## src/mem_init.hex

```
// backing store, one 64-bit word per line, word 0 first (address bits 6..3)
0f1e2d3c4b5a6978
a5a5000111c3c30e
3c3c00025a5a1d2b
96e1000378870c4f
c0de0004beef0a51
5eed00051234fa6c
d00d0006abcd87e3
7b7b00070a0b0c0d
e1e1000899aa55c2
4242000913579bdf
b0b0000a2468ace0
19191b0b70f0e1d2
cafe000cf00dba5e
600d000d31415926
feed000e27182818
1dea000f0badc0de

```

## src/source/dcache_pkg.sv

```systemverilog
/*
 * dcache shared definitions
 * widths, load bundle types, load-control microcode word and APB register map
 */
package dcache_pkg;

    // sizes fixed by the memory map
    localparam int NUM_LINES = 4;
    localparam int MEM_WORDS = 16;

    typedef logic [31:0] addr_t;
    typedef logic [63:0] data_t;
    typedef logic [1:0]  cache_index_t;
    typedef logic [1:0]  cache_tag_t;
    typedef logic [3:0]  mem_index_t;
    typedef logic [3:0]  miss_lat_t;
    typedef logic [15:0] count_t;

    // bundle from the previous stage
    typedef struct packed {
        addr_t op0_addr;
        logic  op0_valid;
        addr_t op1_addr;
        logic  op1_valid;
    } load_op_t;

    typedef struct packed {
        data_t op0_data;
        data_t op1_data;
    } load_result_t;

    typedef enum logic [2:0] {
        LD_IDLE,
        LD_REQ0,
        LD_WAIT0,
        LD_REQ1,
        LD_WAIT1,
        LD_DONE
    } ctrl_state_e;

    // branch condition of a control word
    typedef enum logic [1:0] {
        COND_NONE,
        COND_START,
        COND_REQ_READY,
        COND_RSP_VALID
    } cond_e;

    typedef struct packed {
        cond_e       cond;
        ctrl_state_e jump;
        logic        req_valid;
        logic        rsp_ready;
        logic        a_ready;
        logic        e_valid;
        logic        ld_op0;
        logic        ld_op1;
    } ctrl_word_t;

    // register block to cache
    typedef struct packed {
        logic      enable;
        logic      flush;
        miss_lat_t miss_lat;
    } cfg_t;

    // cache to register block, one pulse per access
    typedef struct packed {
        logic hit;
        logic miss;
    } stat_t;

    // APB byte offsets
    localparam logic [7:0] REG_CTRL     = 8'h00;
    localparam logic [7:0] REG_MISS_LAT = 8'h04;
    localparam logic [7:0] REG_HIT_CNT  = 8'h08;
    localparam logic [7:0] REG_MISS_CNT = 8'h0C;

    localparam MEM_INIT_FILE = "/design/src/mem_init.hex";

endpackage

```

## src/source/dcache_load_ctrl.sv

```systemverilog
/*
 * load-operand sequencer
 * fetches op0 then op1 from the data cache under a microcode ROM
 * and hands both words to the next stage
 */
`timescale 1ns/100ps

module dcache_load_ctrl (
    input  logic                     clk,
    input  logic                     arst_n,
    input  logic                     a_valid,
    input  dcache_pkg::load_op_t     load_op,
    output logic                     a_ready,
    output logic                     e_valid,
    input  logic                     e_ready,
    output dcache_pkg::load_result_t result,
    output logic                     req_valid,
    input  logic                     req_ready,
    output dcache_pkg::addr_t        req_addr,
    input  logic                     rsp_valid,
    output logic                     rsp_ready,
    input  dcache_pkg::data_t        rsp_data
);
    import dcache_pkg::*;

    ctrl_state_e state_q;
    ctrl_state_e jump_state;
    ctrl_state_e next_state;
    ctrl_word_t  cw;
    load_op_t    op_q;
    load_op_t    sel_op;
    logic        start;
    logic        cond_met;
    logic        advance;
    logic        accept;
    logic        rsp_take;

    // a bundle only starts the sequence if it has something to fetch
    assign start = a_valid & (load_op.op0_valid | load_op.op1_valid);

    // microcode ROM, one control word per state
    always_comb begin
        case (state_q)
            LD_IDLE:
                cw = '{cond: COND_START, jump: LD_REQ0, a_ready: 1'b1, default: 1'b0};
            LD_REQ0:
                cw = '{cond: COND_REQ_READY, jump: LD_WAIT0, req_valid: 1'b1, default: 1'b0};
            LD_WAIT0:
                cw = '{cond: COND_RSP_VALID, jump: LD_REQ1, rsp_ready: 1'b1, ld_op0: 1'b1,
                       default: 1'b0};
            LD_REQ1:
                cw = '{cond: COND_REQ_READY, jump: LD_WAIT1, req_valid: 1'b1, default: 1'b0};
            LD_WAIT1:
                cw = '{cond: COND_RSP_VALID, jump: LD_DONE, rsp_ready: 1'b1, ld_op1: 1'b1,
                       default: 1'b0};
            LD_DONE:
                cw = '{cond: COND_NONE, jump: LD_IDLE, e_valid: 1'b1, default: 1'b0};
            default:
                cw = '{cond: COND_NONE, jump: LD_IDLE, default: 1'b0};
        endcase
    end

    // handshake outputs straight from the control word
    assign a_ready   = cw.a_ready & start;
    assign req_valid = cw.req_valid;
    assign rsp_ready = cw.rsp_ready;
    assign e_valid   = cw.e_valid;

    assign accept   = a_valid & a_ready;
    assign rsp_take = rsp_valid & rsp_ready;

    // branch condition select
    always_comb begin
        case (cw.cond)
            COND_START:     cond_met = start;
            COND_REQ_READY: cond_met = req_ready;
            COND_RSP_VALID: cond_met = rsp_valid;
            default:        cond_met = 1'b1;
        endcase
    end

    // done word holds until the next stage takes the result
    assign advance = cond_met & (~cw.e_valid | e_ready);

    // in idle the bundle is being latched this cycle
    assign sel_op = cw.a_ready ? load_op : op_q;

    // skip the fetch of an operand that is not valid
    always_comb begin
        jump_state = cw.jump;
        if (jump_state == LD_REQ0 && !sel_op.op0_valid) begin
            jump_state = LD_REQ1;
        end
        if (jump_state == LD_REQ1 && !sel_op.op1_valid) begin
            jump_state = LD_DONE;
        end
        next_state = advance ? jump_state : state_q;
    end

    always_ff @(posedge clk or negedge arst_n) begin
        if (!arst_n) begin
            state_q <= LD_IDLE;
        end else begin
            state_q <= next_state;
        end
    end

    always_ff @(posedge clk) begin
        if (accept) begin
            op_q <= load_op;
        end
    end

    // op1 address in the second half of the sequence
    assign req_addr = (state_q == LD_REQ1 || state_q == LD_WAIT1) ? op_q.op1_addr
                                                                  : op_q.op0_addr;

    // skipped operands read back as zero
    always_ff @(posedge clk) begin
        if (accept) begin
            result <= '0;
        end else if (rsp_take) begin
            if (cw.ld_op0) begin
                result.op0_data <= rsp_data;
            end
            if (cw.ld_op1) begin
                result.op1_data <= rsp_data;
            end
        end
    end

endmodule

```

## src/source/dcache_store.sv

```systemverilog
/*
 * direct-mapped data cache, 4 lines of 64 bits
 * backed by a 16-word store, hit in one cycle, miss after miss_lat + 2
 */
`timescale 1ns/100ps

module dcache_store (
    input  logic              clk,
    input  logic              arst_n,
    input  dcache_pkg::cfg_t  cfg,
    output dcache_pkg::stat_t stat,
    input  logic              req_valid,
    output logic              req_ready,
    input  dcache_pkg::addr_t req_addr,
    output logic              rsp_valid,
    input  logic              rsp_ready,
    output dcache_pkg::data_t rsp_data
);
    import dcache_pkg::*;

    typedef enum logic [1:0] {
        ST_IDLE,
        ST_MISS,
        ST_RESP
    } store_state_e;

    store_state_e         state_q;
    logic [NUM_LINES-1:0] line_valid_q;
    cache_tag_t           tag_q [NUM_LINES];
    data_t                line_q [NUM_LINES];
    data_t                mem [MEM_WORDS];
    addr_t                addr_q;
    miss_lat_t            wait_q;
    cache_index_t         req_index;
    cache_tag_t           req_tag;
    cache_index_t         fill_index;
    cache_tag_t           fill_tag;
    mem_index_t           fill_word;
    logic                 accept;
    logic                 hit;
    logic                 fill_done;

    initial begin
        $readmemh(MEM_INIT_FILE, mem);
    end

    // address split, bits above 6 alias
    assign req_index  = req_addr[4:3];
    assign req_tag    = req_addr[6:5];
    assign fill_index = addr_q[4:3];
    assign fill_tag   = addr_q[6:5];
    assign fill_word  = addr_q[6:3];

    // one request at a time
    assign req_ready = (state_q == ST_IDLE);
    assign accept    = req_valid & req_ready;

    // disabled cache never hits
    assign hit = cfg.enable & line_valid_q[req_index] & (tag_q[req_index] == req_tag);

    assign stat.hit  = accept & hit;
    assign stat.miss = accept & ~hit;

    assign rsp_valid = (state_q == ST_RESP);

    // last wait cycle of a miss
    assign fill_done = (state_q == ST_MISS) && (wait_q == '0);

    always_ff @(posedge clk or negedge arst_n) begin
        if (!arst_n) begin
            state_q      <= ST_IDLE;
            wait_q       <= '0;
            line_valid_q <= '0;
        end else begin
            if (cfg.flush) begin
                line_valid_q <= '0;
            end
            case (state_q)
                ST_IDLE: begin
                    if (accept) begin
                        state_q <= hit ? ST_RESP : ST_MISS;
                        wait_q  <= cfg.miss_lat;
                    end
                end
                ST_MISS: begin
                    if (wait_q != '0) begin
                        wait_q <= wait_q - 1'b1;
                    end else begin
                        state_q <= ST_RESP;
                        // fill lands even if a flush arrives on the same edge
                        if (cfg.enable) begin
                            line_valid_q[fill_index] <= 1'b1;
                        end
                    end
                end
                ST_RESP: begin
                    if (rsp_ready) begin
                        state_q <= ST_IDLE;
                    end
                end
                default: begin
                    state_q <= ST_IDLE;
                end
            endcase
        end
    end

    // request address, line data and response word
    always_ff @(posedge clk) begin
        if (accept) begin
            addr_q   <= req_addr;
            // only meaningful on a hit, a miss overwrites it at fill time
            rsp_data <= line_q[req_index];
        end
        if (fill_done) begin
            rsp_data <= mem[fill_word];
            if (cfg.enable) begin
                line_q[fill_index] <= mem[fill_word];
                tag_q[fill_index]  <= fill_tag;
            end
        end
    end

endmodule

```

## src/source/dcache_cfg_regs.sv

```systemverilog
/*
 * dcache APB register block
 * enable, flush, miss penalty and saturating hit/miss counters
 */
`timescale 1ns/100ps

module dcache_cfg_regs (
    input  logic              clk,
    input  logic              arst_n,
    input  logic              psel,
    input  logic              penable,
    input  logic              pwrite,
    input  logic [7:0]        paddr,
    input  logic [31:0]       pwdata,
    output logic [31:0]       prdata,
    output logic              pready,
    output logic              pslverr,
    output dcache_pkg::cfg_t  cfg,
    input  dcache_pkg::stat_t stat
);
    import dcache_pkg::*;

    logic      access;
    logic      wr;
    logic      map_hit;
    logic      wr_ctrl;
    logic      wr_miss_lat;
    logic      wr_hit_cnt;
    logic      wr_miss_cnt;
    logic      enable_q;
    logic      flush_q;
    miss_lat_t miss_lat_q;
    count_t    hit_cnt_q;
    count_t    miss_cnt_q;

    function automatic count_t sat_inc(count_t cnt);
        return (cnt == '1) ? cnt : cnt + 1'b1;
    endfunction

    // no wait states
    assign pready = 1'b1;

    assign access      = psel & penable;
    assign wr          = access & pwrite;
    assign wr_ctrl     = wr & (paddr == REG_CTRL);
    assign wr_miss_lat = wr & (paddr == REG_MISS_LAT);
    assign wr_hit_cnt  = wr & (paddr == REG_HIT_CNT);
    assign wr_miss_cnt = wr & (paddr == REG_MISS_CNT);

    // read mux, flush bit reads as zero
    always_comb begin
        map_hit = 1'b1;
        prdata  = '0;
        case (paddr)
            REG_CTRL:     prdata = {31'b0, enable_q};
            REG_MISS_LAT: prdata = {28'b0, miss_lat_q};
            REG_HIT_CNT:  prdata = {16'b0, hit_cnt_q};
            REG_MISS_CNT: prdata = {16'b0, miss_cnt_q};
            default:      map_hit = 1'b0;
        endcase
    end

    assign pslverr = access & ~map_hit;

    always_ff @(posedge clk or negedge arst_n) begin
        if (!arst_n) begin
            enable_q   <= 1'b0;
            flush_q    <= 1'b0;
            miss_lat_q <= '0;
        end else begin
            // flush is a single-cycle pulse
            flush_q <= wr_ctrl & pwdata[1];
            if (wr_ctrl) begin
                enable_q <= pwdata[0];
            end
            if (wr_miss_lat) begin
                miss_lat_q <= pwdata[3:0];
            end
        end
    end

    // any write clears, the clear wins over a same-cycle event
    always_ff @(posedge clk or negedge arst_n) begin
        if (!arst_n) begin
            hit_cnt_q  <= '0;
            miss_cnt_q <= '0;
        end else begin
            if (wr_hit_cnt) begin
                hit_cnt_q <= '0;
            end else if (stat.hit) begin
                hit_cnt_q <= sat_inc(hit_cnt_q);
            end
            if (wr_miss_cnt) begin
                miss_cnt_q <= '0;
            end else if (stat.miss) begin
                miss_cnt_q <= sat_inc(miss_cnt_q);
            end
        end
    end

    assign cfg = '{enable: enable_q, flush: flush_q, miss_lat: miss_lat_q};

endmodule

```

## src/source/dcache_top.sv

```systemverilog
/*
 * dcache load side top level
 * load sequencer, direct-mapped cache and its APB register block
 */
`timescale 1ns/100ps

module dcache_top (
    input  logic                     clk,
    input  logic                     arst_n,
    input  logic                     a_valid,
    output logic                     a_ready,
    input  dcache_pkg::load_op_t     load_op,
    output logic                     e_valid,
    input  logic                     e_ready,
    output dcache_pkg::load_result_t result,
    input  logic                     psel,
    input  logic                     penable,
    input  logic                     pwrite,
    input  logic [7:0]               paddr,
    input  logic [31:0]              pwdata,
    output logic [31:0]              prdata,
    output logic                     pready,
    output logic                     pslverr
);
    import dcache_pkg::*;

    // cache request and response channel
    logic  req_valid;
    logic  req_ready;
    addr_t req_addr;
    logic  rsp_valid;
    logic  rsp_ready;
    data_t rsp_data;

    cfg_t  cfg;
    stat_t stat;

    dcache_load_ctrl load_ctrl0 (
        .clk       (clk),
        .arst_n    (arst_n),
        .a_valid   (a_valid),
        .load_op   (load_op),
        .a_ready   (a_ready),
        .e_valid   (e_valid),
        .e_ready   (e_ready),
        .result    (result),
        .req_valid (req_valid),
        .req_ready (req_ready),
        .req_addr  (req_addr),
        .rsp_valid (rsp_valid),
        .rsp_ready (rsp_ready),
        .rsp_data  (rsp_data)
    );

    dcache_store store0 (
        .clk       (clk),
        .arst_n    (arst_n),
        .cfg       (cfg),
        .stat      (stat),
        .req_valid (req_valid),
        .req_ready (req_ready),
        .req_addr  (req_addr),
        .rsp_valid (rsp_valid),
        .rsp_ready (rsp_ready),
        .rsp_data  (rsp_data)
    );

    dcache_cfg_regs cfg_regs0 (
        .clk     (clk),
        .arst_n  (arst_n),
        .psel    (psel),
        .penable (penable),
        .pwrite  (pwrite),
        .paddr   (paddr),
        .pwdata  (pwdata),
        .prdata  (prdata),
        .pready  (pready),
        .pslverr (pslverr),
        .cfg     (cfg),
        .stat    (stat)
    );

endmodule

```

## config.mk

```make
export PLATFORM = sky130hd
export DESIGN_NAME = dcache_top
export DESIGN_NICKNAME = d
export VERILOG_FILES = /design/src/source/dcache_pkg.sv /design/src/source/dcache_load_ctrl.sv /design/src/source/dcache_store.sv /design/src/source/dcache_cfg_regs.sv /design/src/source/dcache_top.sv
export SDC_FILE = /design/constraint.sdc
export NUM_CORES = 1
export LEC_CHECK = 0
export ABC_AREA = 0
export BUFFER_PORTS_ARGS = -buffer_cell sky130_fd_sc_hd__buf_2
export CAP_MARGIN = 10
export CORE_MARGIN = 2
export CORE_UTILIZATION = 54
export CTS_CLUSTER_SIZE = 24
export DETAILED_ROUTE_END_ITERATION = 12
export PLACE_DENSITY = 0.9
export SYNTH_ARGS = -nofsm -noshare
export SYNTH_HDL_FRONTEND = slang
export SYNTH_HIERARCHICAL = 1
export SYNTH_SLANG_ARGS = --single-unit
```

## constraint.sdc

```tcl
create_clock -name clk -period 4.34 [get_ports clk]
set_clock_uncertainty 0.15 [all_clocks]
set_input_delay 0.651 -clock clk [delete_from_list [all_inputs] [get_ports clk]]
set_output_delay 0.651 -clock clk [all_outputs]
set_load 0.05 [all_outputs]
```

==> results.tsv <==
stage	metric	value	unit
routing	wire length per cell	14.5	um
critical_path	Worst R2R End	cfg_regs0/miss_cnt_q[13]	
place	GP Congestion	0.874	
power	Static Leak	4.55	nW
timing	endpoints failing setup	0	
floorplan	core box area	17400	um^2
power	combinational share of power	0.485	
synthesis	Post-Syn Area	9640	um^2
grt	first-pass GRT wire length	32100	um
clock_network	post-cts sizing count	0	
clock_network	H-tree Lvls	4	
timing	Sum Neg Setup Slack	0	ns
critical_path	Crit. End Element	flop	
timing	slew of the pin with the lowest slew margin	1.07	ns
critical_path	critical-path cell list	nor2b_1, a21oi_2, mux2_1, mux4_1, xnor2_1, nand4_1, and2_2, nand4_4, nor3_4, nand4_1, or4_1, o21ai_1	
floorplan	die area	18900	um^2
routing	Total Wirelength	20200	um
synthesis	synthesized instance count	1010	
finish	fin nets	1268	
clock_network	cts bufs inserted	17	
grt	initial antenna violation count	0	
floorplan	I/O pin total	277	
routing	DR DRC count	0	
floorplan	Rows	48	
power	Int Pwr	4.46	mW
routing	number of antenna-violating nets in the routed design	0	
critical_path	Arr. time, crit path	4.04	ns
flow_run	Max Cap Violations	0	
critical_path	slowest stage delay, CP	0.49	ns
critical_path	critical path launch point type	flop	
floorplan	Initial Utilization	0.556	
timing	final count of hold timing violations	0	
finish	Layout area overhead	10.9	%
power	Flop pwr share	0.339	
clock_network	worst skew pair latency	0.44	ns
critical_path	Critical R2R Launch	load_ctrl0/state_q[0]	
clock_network	Post-CTS Hold Buffers	0	
power	clock share of power	0.177	
timing	Achievable Freq	262	MHz
timing	Relative slew margins	0.289	
routing	1st-iter DRT viols	341	
routing	DRT Pass-1 Iters	7	
routing	DR vias/cell	5.20	
synthesis	Syn Area/Cell	9.55	um^2
clock_network	Setup Fix Bufs, Post-CTS	0	
timing	fin crit share	0.880	
timing	crit path time final	3.82	ns
floorplan	Die Ht	138	um
grt	grt ovf	0	
clock_network	TritonCTS clock tree	yes	
place	number of port buffers	175	
critical_path	crit-path max FO	8	
synthesis	Synth Warn #	6	
grt	number of global-route vias before repair	6744	
critical_path	r2r setup slk	0.52	ns
timing	Final Max Slew Viols	0	
grt	total track usage	0.213	
timing	RSZ-0062 raised after global routing	no	
clock_network	clock sinks	200	
floorplan	Die Wd	138	um
grt	largest net degree at the start of global routing	129	
power	sw frac	0.500	
finish	Inserted Diodes	0	
clock_network	clk buf depth	2	
critical_path	crit path max-delay cell type	mux4_1	
clock_network	clk slew on worst S/H paths	0.08	ns
critical_path	R2R cell count	12	
clock_network	clock tree root buffer cell	clkbuf_16	
power	Max VDD drop	0.569	mV
run_status	status	complete, no violations	
critical_path	CP Class	reg2reg	
power	total power	8.92	mW
power	Psw	4.46	mW
power	PwrDens	834	nW/um^2
critical_path	CP Data Required Time	4.57	ns
finish	share of post-route cells with drive strength above 1	0.330	
routing	via count	7227	
min_path	hold crit path type	in2async	
place	DPL Wire Length	13300	um
critical_path	most used cell along the critical path	nand4_1	
state kept, by name, summed over array words and instances (netlist names), 2 cells and up:
signal,flops
load_ctrl0/result,128
cfg_regs0/hit_cnt_q,16
store0/addr_q,4
store0/state_q,2
store0/wait_q,4
store0/tag_q,8
cfg_regs0/miss_lat_q,4
load_ctrl0/state_q,3
load_ctrl0/op_q,9
cfg_regs0/miss_cnt_q,16
store0/line_valid_q,4
power groups by stage:
stage               Sequential (mW)  Combinational [mW]  Clock (mW)
finish                         3.02                4.32        1.58
global route                   3.10                4.60        1.69
CTS                            3.01                4.33        1.60
detailed placement             3.05                4.31           0
global placement               3.02                4.22           0
floorplan                      4.93                1.61           0
metal layers:
layer  part of all wire  wire (um)  track usage  up-vias
met2               0.49       9930        0.372      238
met5                  0          0            0        -
met3              0.076       1530       0.0614       31
li1                   -          -            -     3536
met4              0.014        284       0.0722        0
met1               0.42       8450        0.252     3422
how the worst max path moves through the flow:
stage / startpoint / slack (ns) / endpoint
2_1_floorplan: load_ctrl0/state_q[0] / 0.83 / cfg_regs0/miss_cnt_q[13]
3_3_place_gp: load_ctrl0/state_q[0] / 0.61 / cfg_regs0/miss_cnt_q[13]
3_5_place_dp: load_ctrl0/state_q[0] / 0.51 / cfg_regs0/miss_cnt_q[13]
4_1_cts: load_ctrl0/state_q[0] / 0.49 / cfg_regs0/miss_cnt_q[13]
5_1_grt: load_ctrl0/state_q[0] / 0.22 / cfg_regs0/miss_cnt_q[13]
6_report: load_ctrl0/state_q[0] / 0.52 / cfg_regs0/miss_cnt_q[13]
final cells by class:
cell class                 instances  area [um^2]
clock buffer                      17          425
clock inverter                    15          175
fill                            1386         6660
inverter                          10         37.5
multi-input combinational        740         4360
sequential                       200         4470
tap                              225          282
timing repair buffer             183          948
worst max-delay path: cells and delay by family (launching register included):
kind	cells	cell delay (ns)
XOR/XNOR	1	0.15
flip-flops	1	0.41
AND/OR/NAND/NOR	7	1.81
multiplexers	2	0.92
AO/OA/AOI/OAI	2	0.33
per-stage QoR:
stage	setup slack, ns	cells	hold slack [ns]	cell area, um^2	utilization
floorplan	0.832	1088	0.205	9940	-
finish	0.521	1390	0.149	10700	0.616
global placement	0.611	1358	0.288	10100	0.582
CTS	0.488	1390	0.172	10700	0.616
global route	0.215	1390	0.206	10700	0.616
detailed placement	0.515	1358	0.293	10100	0.582
layout by cell type, fill, tap and decap left out, drive strengths merged, types with 12 or more instances in the layout:
cell    instances
a22o           12
buf           183
mux2           13
dfxtp         128
clkbuf         17
dfrtp          51
nor3           14
xnor2          14
inv            18
conb           81
o21ai          16
nand3          12
a21oi         143
nor2           47
nand2         273
edfxtp         21
(Power assumes the default switching activity.)
